File: src/hdl/axi_mem_pkg.sv
// AXI memory bridge package with bus widths, AXI channel structs and internal beat structs.
`default_nettype none

package axi_mem_pkg;

  // Bus widths of the AXI slave port.
  localparam int unsigned AxiAddrWidth = 32;
  localparam int unsigned AxiIdWidth   = 4;
  localparam int unsigned AxiDataWidth = 64;
  localparam int unsigned AxiStrbWidth = AxiDataWidth / 8;
  localparam int unsigned AxiLenWidth  = 4;

  // Address channels, INCR bursts of len+1 full-width beats.
  typedef struct packed {
    logic [AxiIdWidth-1:0]   id;
    logic [AxiAddrWidth-1:0] addr;
    logic [AxiLenWidth-1:0]  len;
  } aw_chan_t;

  typedef struct packed {
    logic [AxiIdWidth-1:0]   id;
    logic [AxiAddrWidth-1:0] addr;
    logic [AxiLenWidth-1:0]  len;
  } ar_chan_t;

  typedef struct packed {
    logic [AxiDataWidth-1:0] data;
    logic [AxiStrbWidth-1:0] strb;
    logic                    last;
  } w_chan_t;

  // Response channels, always OKAY so no resp field.
  typedef struct packed {
    logic [AxiIdWidth-1:0] id;
  } b_chan_t;

  typedef struct packed {
    logic [AxiIdWidth-1:0]   id;
    logic [AxiDataWidth-1:0] data;
    logic                    last;
  } r_chan_t;

  // One accepted burst, handed from the arbiter to the burst generator.
  typedef struct packed {
    logic [AxiIdWidth-1:0]   id;
    logic [AxiAddrWidth-1:0] addr;
    logic [AxiLenWidth-1:0]  len;
    logic                    write;
  } burst_cmd_t;

  // One beat; addr is a bank word address, not a byte address.
  typedef struct packed {
    logic [AxiAddrWidth-1:0] addr;
    logic                    write;
    logic [AxiDataWidth-1:0] data;
    logic [AxiStrbWidth-1:0] strb;
    logic [AxiIdWidth-1:0]   id;
    logic                    last;
  } beat_t;

  // Bookkeeping for one beat in flight to the banks.
  typedef struct packed {
    logic [AxiIdWidth-1:0] id;
    logic                  write;
    logic                  last;
  } resp_tag_t;

endpackage

`default_nettype wire

File: src/hdl/axi_burst_gen.sv
// Burst generator, expands one INCR burst into beats and joins write beats with W data.
`timescale 1ns/1ns
`default_nettype none

module axi_burst_gen #(
  parameter int unsigned BankWords = 256
) (
  input  logic                    clk_i,
  input  logic                    rst_n_i,
  input  axi_mem_pkg::burst_cmd_t cmd_i,
  input  logic                    cmd_valid_i,
  output logic                    cmd_ready_o,
  input  axi_mem_pkg::w_chan_t    w_i,
  input  logic                    w_valid_i,
  output logic                    w_ready_o,
  output axi_mem_pkg::beat_t      beat_o,
  output logic                    beat_valid_o,
  input  logic                    beat_ready_i
);

  logic                                        active_q;
  axi_mem_pkg::burst_cmd_t                     cmd_q;
  logic [axi_mem_pkg::AxiLenWidth-1:0]         cnt_q;
  // Byte address of the current beat.
  logic [axi_mem_pkg::AxiAddrWidth-1:0]        addr_q;
  logic                                        beat_fire;

  // New burst only when the previous one is fully issued.
  assign cmd_ready_o = !active_q;

  // Reads stream freely, writes wait for one W beat each.
  assign beat_valid_o = active_q && (!cmd_q.write || w_valid_i);
  assign w_ready_o    = active_q && cmd_q.write && beat_ready_i;
  assign beat_fire    = beat_valid_o && beat_ready_i;

  always_comb begin
    // Beat index into the bank words, upper address bits alias.
    beat_o.addr  = axi_mem_pkg::AxiAddrWidth'((addr_q >> 3) % BankWords);
    beat_o.write = cmd_q.write;
    beat_o.data  = w_i.data;
    // Reads carry no strobe.
    beat_o.strb  = cmd_q.write ? w_i.strb : '0;
    beat_o.id    = cmd_q.id;
    beat_o.last  = (cnt_q == cmd_q.len);
  end

  always_ff @(posedge clk_i) begin
    if (!rst_n_i) begin
      active_q <= 1'b0;
    end else if (!active_q) begin
      active_q <= cmd_valid_i;
    end else if (beat_fire && beat_o.last) begin
      active_q <= 1'b0;
    end
  end

  // Burst state, loaded while idle and stepped per issued beat.
  always_ff @(posedge clk_i) begin
    if (!active_q) begin
      cmd_q  <= cmd_i;
      addr_q <= cmd_i.addr;
      cnt_q  <= '0;
    end else if (beat_fire) begin
      addr_q <= addr_q + axi_mem_pkg::AxiAddrWidth'(axi_mem_pkg::AxiStrbWidth);
      cnt_q  <= cnt_q + 1'b1;
    end
  end

  // The master's W last lines up with the burst length from AW.
  a_w_last: assert property (@(posedge clk_i) disable iff (!rst_n_i)
    w_valid_i && w_ready_o |-> w_i.last == beat_o.last);

endmodule

`default_nettype wire

File: config.mk
export PLATFORM = sky130hd
export DESIGN_NAME = axi_burst_gen
export DESIGN_NICKNAME = d
export VERILOG_FILES = /design/src/hdl/axi_mem_pkg.sv /design/src/hdl/axi_burst_gen.sv
export SDC_FILE = /design/constraint.sdc
export NUM_CORES = 1
export LEC_CHECK = 0
export BUFFER_PORTS_ARGS = -buffer_cell sky130_fd_sc_hd__buf_4
export CORE_AREA = 2 2 91 93
export DETAILED_ROUTE_END_ITERATION = 16
export DIE_AREA = 0 0 93 95
export PLACE_DENSITY_LB_ADDON = 0.05
export SLEW_MARGIN = 20
export SYNTH_ARGS = -nofsm -noshare
export SYNTH_HDL_FRONTEND = slang
export SYNTH_SLANG_ARGS = --single-unit
File: constraint.sdc
create_clock -name clk_i -period 3.35 [get_ports clk_i]
set_input_delay 0 -clock clk_i [delete_from_list [all_inputs] [get_ports clk_i]]
set_output_delay 0 -clock clk_i [all_outputs]
set_load 0.05 [all_outputs]
[Word-level counts from Yosys, hierarchy flattened]
Cells that the tools add are included.
Storage, ports and cells
  flip-flop bits (word level): 46
  bits of input ports: 119
  output and inout port bits: 113
  word-level logic and storage cells: 23
Operators by class
  $add $sub $neg: 2
  eq/ne operators: 2
  multiplexer cells: 5
  reduce and logical (&&, ||, !) cells: 8
Operators by type and width (number)
  32-bit 2-to-1 mux: 2
  32-bit by 4-bit adder with 32-bit output, second input constant: 1
  8-bit 2-to-1 mux: 1
  1-bit logical AND: 5
  4-bit by 1-bit adder with 4-bit output, second input constant: 1
  4-bit == test: 1
  1-bit logical NOT: 2
  1-bit 2-to-1 mux: 2
  2-bit by 1-bit inequality test with 1-bit output, second input constant: 1
  1-bit logical OR: 1

[Logic depth before layout (Yosys ltp)]
  depth after elaboration: 7
  gate-level depth with buffers: 4
  depth with buffers taken out: 4

[Worst setup path before layout]
No wires, ideal clock.
  kind: register to register
  start point: register cmd_q[2] (netlist name)
  end point: register active_q
  library setup time: 0.207 ns
  arrival: 2.241 ns
  required time: 3.143 ns
  path slack: 0.902 ns
  cell stages (with the launch flop): 4
  buffers on the path: 0
  period minus slack after synthesis: 2.448 ns
  path through: edfxtp_1 -> xor2_1 -> nor4_1 -> a21oi_1
RTL lines
  start: declaration: line axi_burst_gen.sv:22  | axi_mem_pkg::burst_cmd_t cmd_q;
  start signal: assignment: line axi_burst_gen.sv:60  | cmd_q <= cmd_i;
  end signal: assignment: line axi_burst_gen.sv:51  | active_q <= cmd_valid_i;
  end: declaration: line axi_burst_gen.sv:21  | logic active_q;

[Worst setup path in the final report]
  start point: register active_q
  end point: output port beat_valid_o
Between the ends
  cells in the longest elaborated chain, start to end: 1
RTL lines
  1-bit logical AND: line axi_burst_gen.sv:32  | assign beat_valid_o = active_q && (!cmd_q.write || w_valid_i);
  end: declaration: line axi_burst_gen.sv:17  | output logic beat_valid_o,
No other way between the ends.

==> impl_metrics.tcl <==
set metrics [dict create \
    antenna_left 0 \
    final-setup-viol-count 0 \
    grt_pass1_wl_mm 5.023 \
    fp.dieArea_mm2 0.008835 \
    drive_gt1_share_pct 38.46 \
    core_mm2 0.007928 \
    ir_drop_mv 0.1505 \
    yosysTopAreaCell "buf_4" \
    nets 304 \
    insertedDiodeCount 0 \
    status "completed" \
    rows 33 \
    drt-wirelength-per-cell_um 12.16 \
    totalWireLength_mm 3.490 \
    clockBufferDepth 2 \
    port_buffers 54 \
    yosysWarnings 0 \
    async_flop_share_pct 0 \
    drv_cap 0 \
    die_h_um 95 \
    io_pins 232 \
    pwr-share-clk_pct 26.5 \
    syn_inst 186 \
    finalHoldViolCount 0 \
    place_area_mm2 0.001665 \
    synth_seq_cells 22 \
    syn_to_final_growth_pct 4.497 \
    drc 0 \
    synth.area.top_cells "buf_4, edfxtp_1, dfxtp_1, and2_2, xor2_1" \
    syn_area_mm2 0.001753 \
    tns_ns 0 \
    yosysSeqAreaShare_pct 34.83 \
    via_per_inst 3.683 \
    drv_slew 0 \
    min_period_ns 1.941 \
    max_freq_mhz 515.2 \
    die_w_um 93 \
    critPathMaxFanout 19 \
    tightest_slew_ns 0.6609 \
    fin_skew_ns 0.002040 \
    p_comb_share_pct 32.6 \
    fillers 875 \
    p_switching_uw 314.4 \
    avgSynthCellArea_um2 9.424 \
    htreeDepth 1 \
    antenna_found_initial 0 \
    hp-class "input pin to output port" \
    first_pass_iters 4 \
    synth_most_common_cell "buf_4" \
    grt_max_degree 20 \
    place.detailed.hpwl_mm 2.692 \
    start_util_pct 22.11 \
    grt_use_total_pct 7.407 \
    ff2ff_path_depth 3 \
    power.share.sequential_pct 40.8 \
    yosys-top-cells-count "buf_4, edfxtp_1, and2_2, nor2_1" \
    slew_headroom_pct 55.88 \
    cts_sinks 22 \
    rsz0062_at_grt "false" \
    power_density_mw_per_mm2 464.2 \
    synth_top_area_share_pct 39.83 \
    hold_start "w_i[17]" \
    multiInputGateArea_um2 499.2 \
    swShare_pct 36.97 \
    p_int_uw 535.9 \
    grt_pass1_vias 984 \
    r2r_end "cnt_q[3]$_SDFFE_PN0P_" \
    drt_iter0_drc 37 \
    globalplace.congestion 0.6798 \
    fin_crit_sh_pct 57.94 \
    worstPathRequired_ns 3.35 \
    leakage_nw 0.7913 \
    cts_root_buffer "clkbuf_8" \
    crit_path_start "active_q$_SDFF_PN0_" \
    final_cell_area_mm2 0.001832 \
    seqCellArea_um2 610.6 \
    holdWs_ns 0.00001932 \
    setup.worst_path.start_class "flip-flop" \
    worst_setup_path_end_kind "output port" \
    critPathKind "flip-flop to output port" \
    r2r_start "active_q$_SDFF_PN0_" \
    path_clk_slew_ns 0.09 \
    synth_cell_type_count 27 \
    gr-total-overflow 0 \
    synth_ff_type "edfxtp_1" \
    critPathCapture "beat_valid_o" \
    tritoncts "built" \
    critPathArrivalTime_ns 1.94 \
    vias 1057 \
    numCtsBuffers 3 \
    r2r_slack_ns 1.53 \
    clk_latency_ns 0.27 \
    synth_edf_count 17 \
]
[sequential cells by signal (all words and copies together) (netlist names)]
register,count
active_q,1
addr_q,8
beat_o,5
cmd_q,4
cnt_q,4
[cell type report]
class	count	area share, %
inverters	3	0.6148
well taps	105	7.172
flip-flops and latches	22	33.33
repair buffers	65	28.01
clock buffers	4	3.620
multi-input cells	88	27.25
[placed cells by master, fill, tap and decap left out, types with 2 or more instances in the layout]
cell type / count
dfxtp_1: 5
or4_1: 2
or3_1: 4
nand3_1: 3
a31oi_1: 3
edfxtp_1: 17
clkbuf_8: 3
conb_1: 24
nor2_1: 8
o21ai_0: 7
xor2_1: 6
a21oi_1: 7
and2_2: 8
dlygate4sd3_1: 10
o31ai_1: 2
nand2_1: 5
ha_1: 2
buf_4: 55
inv_1: 3
[cells by family (layout without fill, tap and decap cells)]
logic type                 after synthesis  in the layout  share of synthesized area, %
AOI/OAI and AO/OA                       19             19                         5.924
xor gates and xnor gates                 7              7                         3.498
other                                    1             24                        0.2139
and+or+nand+nor                         34             34                         11.28
buffers and inverters                   99             72                         41.61
DFF                                     22             22                         34.83
adders and majority gates                2              2                         1.427
muxes                                    2              2                         1.213
[timing repair]
| action | CTS | global route |
|---|---|---|
| hold buffers | 10 | 0 |
| gates resized for setup | 0 | 0 |
| setup endpoints to repair | 0 | 0 |
| buffers inserted | 0 | 0 |
| hold endpoints to repair | 10 | 0 |
[metrics by stage]
step	total power [mW]	cells	setup WS, ns	utilization [%]
final	0.8503	287	1.409	23.11
after CTS	0.8689	287	1.328	23.11
after global placement	0.6247	273	1.522	21.01
after detailed placement	0.6255	273	1.519	21.01
after global routing	0.8894	287	1.145	23.11
after floorplan	0.7754	209	0.9022	-
[worst max-delay path, stage by stage (launching register included)]
cell and delay, ns:
dfxtp_1 0.75, inv_1 0.50, nor2_1 0.20, buf_4 0.22
[routing by layer]
metal	vias to the layer above	track usage, %	wire, µm
li1	487	-	-
met1	470	8.354	1300
met2	69	11.41	1606
met3	31	1.516	303
met4	0	7.475	280
met5	-	0	0
[worst min-delay path by stage]
stage / endpoint / slack, ns / cells after the start
floorplan: beat_o[1]$_DFFE_PN_ / 0.1 / 0
global placement: beat_o[25] / 0.0003 / 0
detailed placement: beat_o[25] / 0.0003 / 0
CTS: beat_o[25] / 0.0003 / 0
global route: beat_o[66] / 0.00007 / 0
finish: beat_o[21] / 0.00002 / 0
[power groups by stage]
stage	combinational [mW]	clock [mW]	sequential, mW
after floorplan	0.389	0	0.387
final	0.278	0.226	0.347
after detailed placement	0.271	0	0.355
after global routing	0.294	0.243	0.353
after global placement	0.270	0	0.354
after CTS	0.280	0.240	0.349
(Power assumes the default switching activity.)
