$ cat config.mk
export PLATFORM = sky130hd
export DESIGN_NAME = axi_req_arbiter
export DESIGN_NICKNAME = d
export VERILOG_FILES = /design/src/hdl/axi_mem_pkg.sv /design/src/hdl/axi_req_arbiter.sv
export SDC_FILE = /design/constraint.sdc
export NUM_CORES = 1
export LEC_CHECK = 0
export ABC_AREA = 1
export BUFFER_PORTS_ARGS = -buffer_cell sky130_fd_sc_hd__buf_2
export CORE_MARGIN = 2
export CORE_UTILIZATION = 30
export CTS_BUF_LIST = sky130_fd_sc_hd__clkbuf_16
export DETAILED_ROUTE_END_ITERATION = 16
export PLACE_DENSITY = 0.6
export SLEW_MARGIN = 20
export SYNTH_ARGS = -nofsm -noshare
export SYNTH_HDL_FRONTEND = slang
export SYNTH_SLANG_ARGS = --single-unit
$ cat constraint.sdc
create_clock -name clk_i -period 4.4 [get_ports clk_i]
set_input_delay 0.66 -clock clk_i [delete_from_list [all_inputs] [get_ports clk_i]]
set_output_delay 0.66 -clock clk_i [all_outputs]
set_load 0.01 [all_outputs]
$ cat src/hdl/axi_mem_pkg.sv
// AXI memory bridge package with bus widths, AXI channel structs and internal beat structs.
`default_nettype none

package axi_mem_pkg;

  // Bus widths of the AXI slave port.
  localparam int unsigned AxiAddrWidth = 32;
  localparam int unsigned AxiIdWidth   = 4;
  localparam int unsigned AxiDataWidth = 64;
  localparam int unsigned AxiStrbWidth = AxiDataWidth / 8;
  localparam int unsigned AxiLenWidth  = 4;

  // Address channels, INCR bursts of len+1 full-width beats.
  typedef struct packed {
    logic [AxiIdWidth-1:0]   id;
    logic [AxiAddrWidth-1:0] addr;
    logic [AxiLenWidth-1:0]  len;
  } aw_chan_t;

  typedef struct packed {
    logic [AxiIdWidth-1:0]   id;
    logic [AxiAddrWidth-1:0] addr;
    logic [AxiLenWidth-1:0]  len;
  } ar_chan_t;

  typedef struct packed {
    logic [AxiDataWidth-1:0] data;
    logic [AxiStrbWidth-1:0] strb;
    logic                    last;
  } w_chan_t;

  // Response channels, always OKAY so no resp field.
  typedef struct packed {
    logic [AxiIdWidth-1:0] id;
  } b_chan_t;

  typedef struct packed {
    logic [AxiIdWidth-1:0]   id;
    logic [AxiDataWidth-1:0] data;
    logic                    last;
  } r_chan_t;

  // One accepted burst, handed from the arbiter to the burst generator.
  typedef struct packed {
    logic [AxiIdWidth-1:0]   id;
    logic [AxiAddrWidth-1:0] addr;
    logic [AxiLenWidth-1:0]  len;
    logic                    write;
  } burst_cmd_t;

  // One beat; addr is a bank word address, not a byte address.
  typedef struct packed {
    logic [AxiAddrWidth-1:0] addr;
    logic                    write;
    logic [AxiDataWidth-1:0] data;
    logic [AxiStrbWidth-1:0] strb;
    logic [AxiIdWidth-1:0]   id;
    logic                    last;
  } beat_t;

  // Bookkeeping for one beat in flight to the banks.
  typedef struct packed {
    logic [AxiIdWidth-1:0] id;
    logic                  write;
    logic                  last;
  } resp_tag_t;

endpackage

`default_nettype wire

$ cat src/hdl/axi_req_arbiter.sv
// AXI request arbiter, takes AW or AR with read/write alternation and registers one burst.
`timescale 1ns/1ns
`default_nettype none

module axi_req_arbiter (
  input  logic                    clk_i,
  input  logic                    rst_n_i,
  input  axi_mem_pkg::aw_chan_t   aw_i,
  input  logic                    aw_valid_i,
  output logic                    aw_ready_o,
  input  axi_mem_pkg::ar_chan_t   ar_i,
  input  logic                    ar_valid_i,
  output logic                    ar_ready_o,
  output axi_mem_pkg::burst_cmd_t cmd_o,
  output logic                    cmd_valid_o,
  input  logic                    cmd_ready_i
);

  logic                    cmd_valid_q;
  axi_mem_pkg::burst_cmd_t cmd_q;
  // Set when the last granted burst was a write.
  logic                    last_write_q;
  logic                    pick_aw;
  logic                    pick_ar;

  // Writes win unless a read is waiting and the last grant went to a write.
  assign pick_aw = aw_valid_i && (!ar_valid_i || !last_write_q);
  assign pick_ar = ar_valid_i && !pick_aw;

  // Only one command slot, so both channels stall while it is full.
  assign aw_ready_o  = !cmd_valid_q && pick_aw;
  assign ar_ready_o  = !cmd_valid_q && pick_ar;
  assign cmd_o       = cmd_q;
  assign cmd_valid_o = cmd_valid_q;

  always_ff @(posedge clk_i) begin
    if (!rst_n_i) begin
      cmd_valid_q  <= 1'b0;
      last_write_q <= 1'b0;
    end else if (cmd_valid_q) begin
      // Slot frees once the burst generator takes the command.
      if (cmd_ready_i) begin
        cmd_valid_q <= 1'b0;
      end
    end else if (pick_aw || pick_ar) begin
      cmd_valid_q  <= 1'b1;
      last_write_q <= pick_aw;
    end
  end

  // Command payload.
  always_ff @(posedge clk_i) begin
    if (!cmd_valid_q) begin
      if (pick_aw) begin
        cmd_q <= '{id: aw_i.id, addr: aw_i.addr, len: aw_i.len, write: 1'b1};
      end else if (pick_ar) begin
        cmd_q <= '{id: ar_i.id, addr: ar_i.addr, len: ar_i.len, write: 1'b0};
      end
    end
  end

  // A waiting AW request keeps its payload until the arbiter takes it.
  a_aw_hold: assert property (@(posedge clk_i) disable iff (!rst_n_i)
    aw_valid_i && !aw_ready_o |=> aw_valid_i && $stable(aw_i));

  // Same for a waiting AR request.
  a_ar_hold: assert property (@(posedge clk_i) disable iff (!rst_n_i)
    ar_valid_i && !ar_ready_o |=> ar_valid_i && $stable(ar_i));

endmodule

`default_nettype wire

* Word-level counts from Yosys, hierarchy flattened *
Index checks and enable logic that the tools add are counted.

word-level totals
  input bits = 85
  register bits = 43
  output and inout port bits = 44

operators by class
  reduce and logical (&&, ||, !) cells = 13
  bitwise logic cells = 1
  multiplexer cells = 5

operator list
  cell               number
  $mux 41            2
  $logic_and 1x1->1  4
  $logic_not 1->1    4
  $reduce_and 2->1   2
  $mux 1             3
  $logic_or 1x1->1   2
  $reduce_bool 2->1  1
  $not 1->1          1

* Logic depth before layout (Yosys ltp) *
  depth in word-level cells = 8
  depth in mapped cells = 6

* Worst setup path after synthesis *
OpenSTA, ideal clock, no wires.

  path type = input to register
  from = input port ar_valid_i
  to = register cmd_q, in the netlist cmd_o[0] (enable)
  stages = 2
  path buffers = 0
  arrival time = 1.559 ns
  setup slack = 2.444 ns
  required time = 4.004 ns
  library setup time = 0.396 ns
  cell sequence = o21ai_0 inv_1

on the way
  longest elaborated chain between the ends = 7

RTL lines
  element                               RTL line               RTL
  start, declared                       axi_req_arbiter.sv:12  input logic ar_valid_i,
  $logic_not 1->1                       axi_req_arbiter.sv:27  assign pick_aw = aw_valid_i && (!ar_valid_i || !last_write_q);
  $logic_or 1x1->1                      axi_req_arbiter.sv:27
  $logic_and 1x1->1                     axi_req_arbiter.sv:27
  $logic_not 1->1                       axi_req_arbiter.sv:28  assign pick_ar = ar_valid_i && !pick_aw;
  $logic_and 1x1->1                     axi_req_arbiter.sv:28
  $reduce_bool 2->1 (no source line) *  --
  $reduce_and 2->1 (no source line) *   --
  end signal, assigned                  axi_req_arbiter.sv:55  cmd_q <= '{id: aw_i.id, addr: aw_i.addr, len: aw_i.len, write: 1'b1};
  end signal, assigned                  axi_req_arbiter.sv:57  cmd_q <= '{id: ar_i.id, addr: ar_i.addr, len: ar_i.len, write: 1'b0};
  end, declared                         axi_req_arbiter.sv:20  axi_mem_pkg::burst_cmd_t cmd_q;

Every way passes the cells marked *; elsewhere a longest branch is shown, timed or not.
A chain may end at the register's enable or synchronous reset.

* Worst setup path after layout *
  from = input port ar_valid_i
  to = output port ar_ready_o

on the way
  longest elaborated chain between the ends = 6

RTL lines
  element              RTL line               RTL
  $logic_not 1->1      axi_req_arbiter.sv:27
  $logic_or 1x1->1     axi_req_arbiter.sv:27
  $logic_and 1x1->1    axi_req_arbiter.sv:27
  $logic_not 1->1      axi_req_arbiter.sv:28
  $logic_and 1x1->1 *  axi_req_arbiter.sv:28
  $logic_and 1x1->1 *  axi_req_arbiter.sv:32  assign ar_ready_o = !cmd_valid_q && pick_ar;
  end, declared        axi_req_arbiter.sv:13  output logic ar_ready_o,

Marked as above.

==> out/metrics.yaml <==
synth-xor-area-share: 0
first_global_vias: 1656
pre_cts_ws_ns: 1.90
critical_path.top_delay_family: "buffers and inverters"
num_vias: 1650
netlist.area_leader.share: 0.656
htreeDepth: 2
clock-sinks: 43
worstPathArrival_ns: 1.83
routedWlPerCell_um: 11.3
clock_latency_ns: 0.28
max_stage_delay_ns: 0.43
rsz0062_at_grt: "false"
switchingPower_w: 0.000243
status: "complete, no violations"
required_ns: 3.74
p_clk_frac: 0.330
power.internal_w: 0.000779
synth_seq_cells: 43
critPathLaunchType: "input port"
critPathSlowestCell: "inv_4"
io_buffers: 128
synth_area_leader_cell: "edfxtp_1"
fmax_mhz: 401
grt_usage: 0.126
finalNonFillerCells: 392
antenna_found_initial: 0
cts_hold_buf: 0
worst_path_most_repeated_cell: "buf_2"
die_h_um: 83.1
syn_nets: 273
ys.flop_type: "edfxtp_1"
synth_area_um2: 1880
synth_cell_types: 13
cap_violations: 0
path_clk_slew_ns: 0.06
routed_wl_mm: 4.42
skew_ns: 0.00321
cts_tree: "built"
synth.most_common_cell: "nand2_1"
worst-path-max-fanout: 42
antenna_left: 0
synth_compound_area_frac: 0.00534
finalCriticalPeriod_ns: 2.49
dieArea_um2: 6900
cp-end-kind: "output port"
gp_congestion: 0.758
setup_slack_ns: 1.91
tns_ns: 0
drtIter0Drc: 86
slew_viol_final: 0
synthArstFlopShare: 0
core_region_area_um2: 5990
placementRows: 28
holdCritPathClass: "reg2reg"
path_class: "in2out"
cts_inserted_buffers: 5
synth_top_family_by_area: "simple AND/OR/NAND/NOR gates"
finalNetCount: 401
cp_cell_sequence: "buf_2, nand2_1, nand2_4, inv_4, nor2_1, buf_2"
yosys.area_share.adder: 0
yosysWarnings: 0
ir_worst_vdd_uv: 155
holdWs_ns: 0.492
slew-limit-headroom: 0.645
firstDrtPassIters: 4
grt_overflow: 0
worst_pin_slew_ns: 0.533
p_seq_frac: 0.502
power_w: 0.00102
viasPerCell: 4.21
drc_errors: 0
synth_common_cells: "nand2_1, edfxtp_1, buf_6, inv_1, nor2_1"
synth_simple_gate_area_frac: 0.266
dp_hpwl_mm: 3.27
synth.avg_cell_area_um2: 9.98
root_buffer: "clkbuf_16"
die_x_um: 83.1
hold_viol_final: 0
grt_max_degree: 43
synthTopCellsByArea: "edfxtp_1, nand2_1, buf_6, dfxtp_1, buf_4"
synthMuxAreaShare: 0
fin_crit_sh: 0.567
power_frac_comb: 0.168
p_per_area_nw_per_um2: 381
grt_pass1_wl_mm: 7.04
clock_path_buffers: 2
cts_setup_buffers: 0
cts_resized: 0
drive_gt1_frac: 0.429
worst-path-buf-inv: 3
yosysSeqAreaShare: 0.678
dp.cells: 384
areaGrowthSynthToFinish_pct: 42.8
n_antenna_cell: 0
leakage_nw: 1.42
num-fill-cells: 582
syn_inst: 188
initial_core_util: 0.313
synth_edf_count: 41
p_sw_frac: 0.238
ios: 129
setup_violations: 0
-- tightest hold or removal path: stages, from the launching register on --
cell     delay, ns
dfxtp_1       0.31
nand3_1       0.08
a21oi_1       0.06
-- routing by layer --
metal | up-vias | track usage | part of all wire
li1 | 853 | - | -
met1 | 716 | 0.134 | 0.41
met2 | 75 | 0.229 | 0.50
met3 | 6 | 0.0507 | 0.082
met4 | 0 | 0.0358 | 0.013
met5 | - | 0 | 0
-- cell families (layout without fill, tap and decap cells) --
| family | after synthesis | in the layout |
|---|---|---|
| DFF | 43 | 43 |
| AOI/OAI and AO/OA | 2 | 2 |
| and+or+nand+nor | 130 | 130 |
| buffers and inverters | 13 | 142 |
-- state kept, by name (all words and copies together) (netlist names) --
name	flops
cmd_valid_o	1
cmd_o	41
last_write_q	1
-- per-stage QoR --
step	area, µm²	utilization
after global routing	2680	0.447
final	2680	0.447
after CTS	2680	0.447
after global placement	2540	0.424
after detailed placement	2540	0.424
after floorplan	1880	-
-- final timing paths --
path / to / slack [ns] / start / cells past startpoint
worst max-delay path: ar_ready_o / 1.91 / ar_valid_i / 6
worst min-delay path: last_write_q / 0.49 / last_write_q / 2
worst max register to register: cmd_o[37] / 2.87 / last_write_q / 5
worst min register to register: last_write_q / 0.49 / last_write_q / 2
-- layout by cell type, fill, tap and decap left out, types with 2 or more instances in the layout --
cell	netlist	routed
edfxtp_1	41	41
clkbuf_16	0	5
nor2_1	4	4
dfxtp_1	2	2
buf_2	0	128
nand3_1	2	2
nand2_1	123	123
inv_1	4	6
-- final cells by class --
type	instances	area, µm²	area share
multi-input cells	132	508	0.190
repair buffers	129	648	0.242
clock inverters	3	11.3	0.00420
well taps	75	93.8	0.0350
clock buffers	5	125	0.0467
flip-flops and latches	43	1270	0.475
inverters	5	21.3	0.00794
-- power by group through the flow --
stage	Combinational (W)	Clock (W)	Sequential (W)
after CTS	0.000175	0.000348	0.000514
after floorplan	0.0000656	0	0.000547
after detailed placement	0.000175	0	0.000522
after global routing	0.000191	0.000365	0.000518
final	0.000171	0.000337	0.000513
after global placement	0.000171	0	0.000522
(Power assumes the default switching activity.)
