### config.mk
export PLATFORM = sky130hd
export DESIGN_NAME = mem_resp_collect
export DESIGN_NICKNAME = d
export VERILOG_FILES = /design/src/hdl/axi_mem_pkg.sv /design/src/hdl/mem_resp_collect.sv
export SDC_FILE = /design/constraint.sdc
export NUM_CORES = 1
export LEC_CHECK = 0
export BUFFER_PORTS_ARGS = -buffer_cell sky130_fd_sc_hd__buf_2
export CORE_ASPECT_RATIO = 2
export CORE_MARGIN = 10
export CORE_UTILIZATION = 45
export DETAILED_ROUTE_END_ITERATION = 10
export HOLD_SLACK_MARGIN = 0.06
export PLACE_DENSITY = 0.61
export SYNTH_ARGS = -nofsm -noshare
export SYNTH_HDL_FRONTEND = slang
export SYNTH_SLANG_ARGS = --single-unit
### constraint.sdc
create_clock -name clk_i -period 7.97 [get_ports clk_i]
set_input_delay 1.594 -clock clk_i [delete_from_list [all_inputs] [get_ports clk_i]]
set_output_delay 1.594 -clock clk_i [all_outputs]
set_load 0.02 [all_outputs]
### src/hdl/axi_mem_pkg.sv
// AXI memory bridge package with bus widths, AXI channel structs and internal beat structs.
`default_nettype none

package axi_mem_pkg;

  // Bus widths of the AXI slave port.
  localparam int unsigned AxiAddrWidth = 32;
  localparam int unsigned AxiIdWidth   = 4;
  localparam int unsigned AxiDataWidth = 64;
  localparam int unsigned AxiStrbWidth = AxiDataWidth / 8;
  localparam int unsigned AxiLenWidth  = 4;

  // Address channels, INCR bursts of len+1 full-width beats.
  typedef struct packed {
    logic [AxiIdWidth-1:0]   id;
    logic [AxiAddrWidth-1:0] addr;
    logic [AxiLenWidth-1:0]  len;
  } aw_chan_t;

  typedef struct packed {
    logic [AxiIdWidth-1:0]   id;
    logic [AxiAddrWidth-1:0] addr;
    logic [AxiLenWidth-1:0]  len;
  } ar_chan_t;

  typedef struct packed {
    logic [AxiDataWidth-1:0] data;
    logic [AxiStrbWidth-1:0] strb;
    logic                    last;
  } w_chan_t;

  // Response channels, always OKAY so no resp field.
  typedef struct packed {
    logic [AxiIdWidth-1:0] id;
  } b_chan_t;

  typedef struct packed {
    logic [AxiIdWidth-1:0]   id;
    logic [AxiDataWidth-1:0] data;
    logic                    last;
  } r_chan_t;

  // One accepted burst, handed from the arbiter to the burst generator.
  typedef struct packed {
    logic [AxiIdWidth-1:0]   id;
    logic [AxiAddrWidth-1:0] addr;
    logic [AxiLenWidth-1:0]  len;
    logic                    write;
  } burst_cmd_t;

  // One beat; addr is a bank word address, not a byte address.
  typedef struct packed {
    logic [AxiAddrWidth-1:0] addr;
    logic                    write;
    logic [AxiDataWidth-1:0] data;
    logic [AxiStrbWidth-1:0] strb;
    logic [AxiIdWidth-1:0]   id;
    logic                    last;
  } beat_t;

  // Bookkeeping for one beat in flight to the banks.
  typedef struct packed {
    logic [AxiIdWidth-1:0] id;
    logic                  write;
    logic                  last;
  } resp_tag_t;

endpackage

`default_nettype wire

### src/hdl/mem_resp_collect.sv
// Response collector, pairs tags with bank data and returns R beats and B responses.
`timescale 1ns/1ns
`default_nettype none

module mem_resp_collect #(
  parameter  int unsigned NumBanks  = 2,
  parameter  int unsigned BufDepth  = 4,
  localparam int unsigned LaneWidth = axi_mem_pkg::AxiDataWidth / NumBanks,
  localparam int unsigned PtrWidth  = $clog2(BufDepth)
) (
  input  logic                               clk_i,
  input  logic                               rst_n_i,
  input  axi_mem_pkg::resp_tag_t             tag_i,
  input  logic                               tag_valid_i,
  output logic                               tag_ready_o,
  input  logic [NumBanks-1:0]                mem_rvalid_i,
  input  logic [NumBanks-1:0][LaneWidth-1:0] mem_rdata_i,
  output axi_mem_pkg::r_chan_t               r_o,
  output logic                               r_valid_o,
  input  logic                               r_ready_i,
  output axi_mem_pkg::b_chan_t               b_o,
  output logic                               b_valid_o,
  input  logic                               b_ready_i,
  output logic                               pending_o
);

  axi_mem_pkg::resp_tag_t                tag_mem_q  [BufDepth];
  logic [axi_mem_pkg::AxiDataWidth-1:0]  data_mem_q [BufDepth];
  logic [PtrWidth-1:0]                   wr_ptr_q;
  logic [PtrWidth-1:0]                   rd_ptr_q;
  logic [PtrWidth:0]                     count_q;
  // Tag of the beat whose bank data arrives this cycle.
  logic                                  pend_q;
  axi_mem_pkg::resp_tag_t                pend_tag_q;
  axi_mem_pkg::resp_tag_t                head;
  logic                                  head_valid;
  logic                                  push;
  logic                                  pop;

  function automatic logic [PtrWidth-1:0] next_ptr(input logic [PtrWidth-1:0] ptr);
    if (ptr == PtrWidth'(BufDepth - 1)) begin
      return '0;
    end
    return ptr + 1'b1;
  endfunction

  // Keep one slot free for the beat still in the banks.
  assign tag_ready_o = count_q < (PtrWidth + 1)'(BufDepth - 1);
  assign push        = pend_q && (&mem_rvalid_i);

  assign head_valid = count_q != '0;
  assign head       = tag_mem_q[rd_ptr_q];

  // Reads leave as R, the last write beat as B, other write beats drop out.
  assign r_valid_o = head_valid && !head.write;
  assign b_valid_o = head_valid && head.write && head.last;
  assign pop       = head_valid && (head.write ? (!head.last || b_ready_i) : r_ready_i);

  assign r_o       = '{id: head.id, data: data_mem_q[rd_ptr_q], last: head.last};
  assign b_o       = '{id: head.id};
  assign pending_o = head_valid || pend_q;

  always_ff @(posedge clk_i) begin
    if (!rst_n_i) begin
      pend_q   <= 1'b0;
      wr_ptr_q <= '0;
      rd_ptr_q <= '0;
      count_q  <= '0;
    end else begin
      pend_q <= tag_valid_i && tag_ready_o;
      if (push) begin
        wr_ptr_q <= next_ptr(wr_ptr_q);
      end
      if (pop) begin
        rd_ptr_q <= next_ptr(rd_ptr_q);
      end
      count_q <= count_q + (PtrWidth + 1)'(push) - (PtrWidth + 1)'(pop);
    end
  end

  // Tag and data storage.
  always_ff @(posedge clk_i) begin
    if (tag_valid_i && tag_ready_o) begin
      pend_tag_q <= tag_i;
    end
    if (push) begin
      tag_mem_q[wr_ptr_q]  <= pend_tag_q;
      // Lane 0 is the low slice of the bus word.
      data_mem_q[wr_ptr_q] <= mem_rdata_i;
    end
  end

  // Banks answer only for a request that the splitter issued the cycle before.
  a_rvalid_expected: assert property (@(posedge clk_i) disable iff (!rst_n_i)
    |mem_rvalid_i |-> pend_q);

endmodule

`default_nettype wire

Yosys cells after proc, flatten, opt, wreduce, memory -nomap -nowiden:

Memories as Yosys holds them, arrays and structs flattened. A register that Yosys moved wholly into a read port is not among the register bits.
Index checks and enable logic that the tools add are counted.
Widths: inputs -> output; s select.

* RAM bits: 280
* register bits after elaboration: 14
* bits in latches: 0
* input bits: 77
* output and inout port bits: 77
* word-level logic and storage cells: 45
* bits in read-only memories: 0
* memories: 2

* add/subtract/negate cells: 4
* shifts and indexed selects: 0
* reductions and logical operators: 12
* divide/modulo/power cells: 0
* bitwise logic cells: 0
* mux-type cells: 17
* $mul: 0
* $lt $le $gt $ge: 1
* equality and inequality tests: 2

Memory list
* data_mem_q: depth 4, width 64, read ports 1, clocked after memory_dff 1, write ports 1, line mem_resp_collect.sv:28 `logic [axi_mem_pkg::AxiDataWidth-1:0] data_mem_q [BufDepth];`
* tag_mem_q: depth 4, width 6, read ports 1, clocked after memory_dff 1, write ports 1, line mem_resp_collect.sv:27 `axi_mem_pkg::resp_tag_t tag_mem_q [BufDepth];`

Operator list (number)
* $mux 2: 8
* $mux 1: 9
* $logic_and 1x1->1: 6
* $add 2x1->2 const B: 2
* $eq 2x2->1 const B: 2
* $add 3x1->3: 1
* $lt 3x2->1 const B: 1
* $reduce_bool 3->1: 1
* $sub 3x1->3: 1
* $logic_not 1->1: 2
* $logic_or 1x1->1: 2
* $reduce_and 2->1: 1

Logic depth before layout (Yosys ltp):

Gate-level depths: netlist of run 1.

* depth after elaboration: 9
* gate-level depth with buffers: 10
* mapped depth without buffers: 9

Worst setup path before layout of run 1:

No wires, ideal clock.

* kind: input to register
* from: in mem_rvalid_i[0]
* to: mem data_mem_q[0][0] (netlist name), enable pin
* path buffers: 1
* required time: 7.534 ns
* stages on the path: 3
* setup time: 0.436 ns
* arrival: 3.606 ns
* path slack: 3.928 ns
* cells stage by stage: and3_1 > clkbuf_1 > and2_1

* cells in the longest elaborated chain, start to end: 4

Ends and longest elaborated chain
* start: declaration: line mem_resp_collect.sv:16 `input logic [NumBanks-1:0] mem_rvalid_i,`
* $reduce_and 2->1: line mem_resp_collect.sv:49 `assign push = pend_q && (&mem_rvalid_i);`
* $logic_and 1x1->1: line mem_resp_collect.sv:49
* $mux 1: line mem_resp_collect.sv:86 `if (push) begin`
* $mux 1 (implied by the code): line mem_resp_collect.sv:89 `data_mem_q[wr_ptr_q] <= mem_rdata_i;`
* end: declaration: line mem_resp_collect.sv:28

No other way between the ends.

==> impl_metrics.csv, run 1 <==
group,metric,value,unit
run_status,status,"finished, final reports clean",
run,drv_cap,0,
drt,vias,4941,
placed_design,gp_congestion,0.701,
drt,drc_errors,0,
global_routing,grt_usage,0.141,
timing,rsz0062_at_grt,"no",
critical_path,crit_path_top_delay_cell,"dfxtp_4",
timing,finalSetupViolCount,0,
drt,wl_per_cell,23.8,µm
finish,fin_cells,911,
critical_path,crit_chain,"buf_4, mux4_2, buf_2",
critical_path,critPathKind,"reg -> out",
clock_tree,clkLatencyLatePin,530,ps
floorplan,rows,80,
clock_tree,clkTransAtPathRegs,60,ps
hold_path,hold_class,"reg -> reg",
clock_tree,cts_tree,"yes",
global_routing,grt_pass1_wl,33.2,mm
drt,via_per_inst,5.42,
clock_tree,cts.sinks,296,
timing,hold_violations,0,
critical_path,cp_max_fo,43,
finish,design_area,12700,µm²
clock_tree,h-tree-depth,1,
drt,wl,21.6,mm
floorplan,core,23800,µm²
floorplan,start_util,0.457,
timing,skew,15.6,ps
critical_path,critPathBufInv,2,
floorplan,die_area,31200,µm²
timing,slew_headroom,0.257,
synth,yosys_warnings,0,
timing,drv_slew,0,
placed_design,portBuffers,153,
synth,synth_nets,530,
clock_tree,cts_buffers,26,
clock_tree,postCtsHoldBufs,0,
finish,drive_gt1_frac,0.425,
synth,ys_seq_elements,296,
drt,drtIter0Drc,308,
synth,yosysTopAreaCellShare,0.789,
synth,synth_cell_types,29,
timing,period_needed,4570,ps
finish,multi_input_area,1970,µm²
finish,syn2layout_area_growth,16.8,%
critical_path,startpoint_type,"register",
critical_path,path_delay_family,"buffers and inverters",
power,leakage,4.23,nW
finish,seqCellArea,8800,µm²
floorplan,io_pins,154,
global_routing,grt_overflow,0,
clock_tree,post_cts_resized,0,
drt,dr.pass1.iters,4,
timing,timing.fmax,219,MHz
global_routing,grt_pass1_vias,5742,
finish,nNetsFinal,691,
synth,synth.area.top_cells,"edfxtp_1, mux4_2, dfxtp_1",
synth,yosysSeqAreaShare,0.807,
synth,yosysTopAreaCell,"edfxtp_1",
clock_tree,post_cts_buffers,0,
clock_tree,cts_root_buffer,"clkbuf_16",
synth,avgSynthCellArea,24.5,µm²
power,peakVddDrop,220,µV
drt,antenna_left,0,
timing,post-route-period-util,0.573,
timing,whs,503,ps
synth,synthCells,444,
global_routing,grt_max_degree,75,
critical_path,arrival,2980,ps
power,p_per_area,310,nW/µm²
finish,fillerInstances,1862,
placed_design,dp_cells,864,
critical_path,required,6380,ps
synth,syn_area,10900,µm²
floorplan,die_y,240,µm
placed_design,hpwl,13.6,mm
placed_design,placed_area,11900,µm²
critical_path,cp-end-kind,"output port",
critical_path,cp_slowest_stage_delay,750,ps
global_routing,antenna_found_initial,3,
floorplan,fp.dieW,130,µm
timing,setup_tns,0,ps
timing,worst_slew_pin_slew,1110,ps
clock_tree,clockBufferDepth,3,
## registers in the layout (all words and copies together) (netlist names), named ones only
signal	count
data_mem_q	256
tag_mem_q	24
pend_tag_q	6
count_q	3
rd_ptr_q	2
wr_ptr_q	2
pend_q	1
## metrics by stage
step | power, mW | setup WS, ps | util
after floorplan | 2.54 | 3930 | -
after global placement | 2.84 | 3840 | 0.501
after detailed placement | 2.85 | 3820 | 0.501
after CTS | 4.01 | 3250 | 0.534
after global routing | 4.11 | 3110 | 0.534
final | 3.94 | 3400 | 0.534
## placed cells by master (no fill, tap or decap)
cell type  count
nor2b_1        1
mux2_1         1
a2111oi_4      1
edfxtp_1     286
clkinv_1       9
a2111oi_2      1
bufinv_16      1
xor2_1         1
mux2_2         1
dfxtp_4        2
and3b_1        1
o21a_1         1
buf_4          2
nor2_1         5
clkbuf_1       6
nand2b_1       2
buf_2        153
and3_1         2
ha_1           8
fa_1           1
mux2i_1        3
a21oi_1        2
and2_4         4
clkbuf_16     27
nand2_1        6
a21boi_1       1
dfxtp_1        8
mux4_2        69
inv_2          1
diode_2        1
inv_1          6
clkinv_2       3
and2_1         4
nor3_1         2
o2bb2ai_1      1
nor3b_1        1
## where the power goes
group	internal (mW)	total [mW]	leakage, nW	switching, mW
Clock	0.647	1.16	0.380	0.515
Combinational	0.424	0.923	1.18	0.499
Sequential	1.75	1.86	2.66	0.110
Total	2.82	3.94	4.23	1.12
## final timing paths
check | start | endpoint | slack, ps | cells past startpoint
worst max register to register | register | count_q[1] | 4570 | 8
worst min-delay path | pend_tag_q[5] | tag_mem_q[3][5] | 500 | 0
worst max-delay path | register | r_o[19] | 3400 | 3
worst min register to register | pend_tag_q[5] | tag_mem_q[3][5] | 500 | 0
## metal layers
layer	share of wire	wire, µm	GRT usage
met4	0.027	579	0.0514
met2	0.58	12600	0.270
met5	0.00097	21	0
met3	0.050	1080	0.0298
met1	0.34	7320	0.145
## synth_stat cells (all sizes together)
cell type and count:
o21a 1, mux2 2, inv 7, edfxtp 286, nor2b 1, fa 1
mux4 69, a21boi 1, a21oi 2, xor2 1, nor3b 1, a2111oi 2
buf 16, o2bb2ai 1, mux2i 3, nor2 5, clkbuf 6, and3 2
nand2 6, and2 8, dfxtp 10, ha 8, and3b 1, nor3 2
nand2b 2
## logic make-up after synthesis
logic type               count (synthesis)  share of synthesized area
flip-flops                             296                      0.807
AO/OA/AOI/OAI                            7                    0.00701
AND/OR/NAND/NOR                         28                     0.0137
buffers and inverters                   29                     0.0128
XOR/XNOR                                 1                   0.000805
multiplexers                            74                      0.148
adder cells (fa/ha/maj)                  9                     0.0110
## cell type report
type                            count  area share
Timing Repair Buffer              155      0.0614
Sequential cell                   296       0.692
Clock inverter                     13     0.00620
Inverter                            7     0.00207
Clock buffer                       33      0.0549
Tap cell                          287      0.0282
Antenna cell                        1    0.000197
Multi-Input combinational cell    119       0.155
(Power assumes the default switching activity.)
==> inputs of run 2 (changes only) <==
--- a/config.mk
+++ b/config.mk
@@ -11,7 +11,7 @@
 export CORE_UTILIZATION = 45
 export DETAILED_ROUTE_END_ITERATION = 10
 export HOLD_SLACK_MARGIN = 0.06
-export PLACE_DENSITY = 0.61
+export PLACE_DENSITY = 0.64
 export SYNTH_ARGS = -nofsm -noshare
 export SYNTH_HDL_FRONTEND = slang
 export SYNTH_SLANG_ARGS = --single-unit
==> constraint.sdc (replaced) <==
create_clock -name clk_i -period 3.9 [get_ports clk_i]
set_input_delay 0.78 -clock clk_i [delete_from_list [all_inputs] [get_ports clk_i]]
set_output_delay 0.78 -clock clk_i [all_outputs]
set_load 0.02 [all_outputs]
==> run 2 against run 1 <==
  * Non-clock buffer count up 2
  * Global-route usage is 0.21 points higher
  * Sequential power up 100%
  * Highest routed layer is now met4
  * Core utilization is 0.068 points higher
  * Critical endpoint is now b_o[1]
==> impl_metrics.csv, run 2 (synthesis results as in run 1) <==
group,metric,value,unit
power,p_seq_frac,0.461,
clock_tree,clockBufferDepth,3,
timing,slew_headroom,0.262,
drt,wl,21.7,mm
critical_path,cp_max_fo,29,
global_routing,grt_max_degree,71,
drt,wl_per_cell,23.8,µm
drt,dr.pass1.iters,7,
run_status,status,"finished, final reports clean",
hold_path,whs_endpoint,"pend_tag_q[0]",
critical_path,arrival,2590,ps
drt,antenna_left,0,
floorplan,die_area,31200,µm²
clock_tree,cts.sinks,296,
critical_path,regToRegEndpoint,"count_q[1]",
timing,setup_tns,0,ps
timing,timing.fmax,297,MHz
run,drv_cap,0,
drt,drc_errors,0,
placed_design,dp_cells,866,
global_routing,antenna_found_initial,2,
clock_tree,cts_buffers,25,
clock_tree,cts_root_buffer,"clkbuf_16",
hold_path,hold_class,"in -> reg",
global_routing,grt_overflow,0,
power,pwr-share-comb,0.245,
floorplan,start_util,0.457,
finish,drive_gt1_frac,0.429,
power,peakVddDrop,476,µV
hold_path,min_from,"tag_i[0]",
hold_path,hold_depth,1,
placed_design,gp_congestion,0.765,
timing,skew,17.5,ps
power,leakage,4.23,nW
power,p_per_area,634,nW/µm²
power,clockPowerShare,0.293,
drt,drtIter0Drc,407,
finish,largest-register,"data_mem_q",
finish,syn2layout_area_growth,16.9,%
critical_path,critPathKind,"reg -> out",
floorplan,core,23800,µm²
critical_path,ff2ff_path_depth,7,
timing,drv_slew,0,
placed_design,hpwl,13.7,mm
power,intPower,5.76,mW
clock_tree,cts_tree,"yes",
clock_tree,h-tree-depth,1,
floorplan,die_y,240,µm
placed_design,portBuffers,153,
finish,nNetsFinal,692,
critical_path,required,3120,ps
critical_path,startpoint_type,"register",
timing,worst_slew_pin_slew,1110,ps
global_routing,grt_pass1_vias,5742,
clock_tree,post_cts_buffers,0,
finish,final_common_cell,"edfxtp_1",
critical_path,rrSetupSlack,920,ps
finish,fin_cells,911,
critical_path,cp-end-kind,"output port",
floorplan,rows,80,
floorplan,io_pins,154,
floorplan,fp.dieW,130,µm
power,power.share.switching,0.287,
timing,post-route-period-util,0.864,
clock_tree,clkLatencyLatePin,530,ps
finish,largestRegisters,"data_mem_q (256), tag_mem_q (24), pend_tag_q (6)",
timing,period_needed,3370,ps
global_routing,grt_pass1_wl,33.6,mm
clock_tree,post_cts_resized,0,
finish,layout_common_cells,"edfxtp_1, buf_2, mux4_2",
timing,finalSetupViolCount,0,
timing,rsz0062_at_grt,"no",
finish,largest_reg_flops,256,
drt,vias,4911,
global_routing,grt_usage,0.143,
power,total_switching_power,2.31,mW
finish,post-route-util,0.534,
timing,hold_violations,0,
drt,via_per_inst,5.39,
clock_tree,clkTransAtPathRegs,60,ps
clock_tree,postCtsHoldBufs,0,
[run 2: changes by cell type in the layout (fill, tap and decap cells not counted), sizes merged]
cell / delta
clkbuf: -3
inv: +1
buf: +2
clkinv: -1
bufinv: +1
[run 2: worst max-delay path: stages (launching register included)]
cell     delay, ps
dfxtp_4        690
buf_4          540
mux4_2         610
buf_2          190
[run 2: power by group through the flow]
stage / clock, mW / sequential, mW / combinational [mW]
2_1_floorplan: 0 / 3.67 / 1.52
3_3_place_gp: 0 / 3.79 / 2.01
3_5_place_dp: 0 / 3.80 / 2.03
4_1_cts: 2.44 / 3.73 / 2.04
5_1_grt: 2.56 / 3.75 / 2.13
6_report: 2.37 / 3.72 / 1.98
[run 2: worst max-delay path by stage]
stage / startpoint / to / slack [ps] / depth (start not counted)
CTS: register / r_o[30] / 390 / 3
global placement: register / count_q[1] / 970 / 7
global route: register / b_o[1] / 310 / 3
detailed placement: register / count_q[1] / 910 / 7
floorplan: mem_rvalid_i[0] / data_mem_q[0][0] / 670 / 3
finish: register / b_o[1] / 530 / 3
[run 2: per-layer routing]
metal / part of all wire / GRT usage
met1: 0.34 / 0.144
met5: 0 / 0
met3: 0.054 / 0.0296
met4: 0.022 / 0.0497
met2: 0.59 / 0.278
[run 2: per-stage QoR]
stage | area, µm² | hold slack, ps | setup slack, ps | total power [mW]
2_1_floorplan | 10900 | 459 | 672 | 5.18
3_3_place_gp | 12000 | 468 | 966 | 5.80
3_5_place_dp | 12000 | 486 | 910 | 5.83
4_1_cts | 12700 | 394 | 394 | 8.21
5_1_grt | 12700 | 404 | 307 | 8.43
6_report | 12700 | 422 | 530 | 8.07
[run 2: area by class of cell]
| type | count | area [µm²] |
|---|---|---|
| fill | 1878 | 11100 |
| sequential | 296 | 8800 |
| multi-input combinational | 119 | 1970 |
| timing repair buffer | 157 | 808 |
| clock buffer | 30 | 644 |
| tap | 287 | 359 |
| clock inverter | 14 | 121 |
| inverter | 7 | 26.3 |
| antenna | 1 | 2.50 |
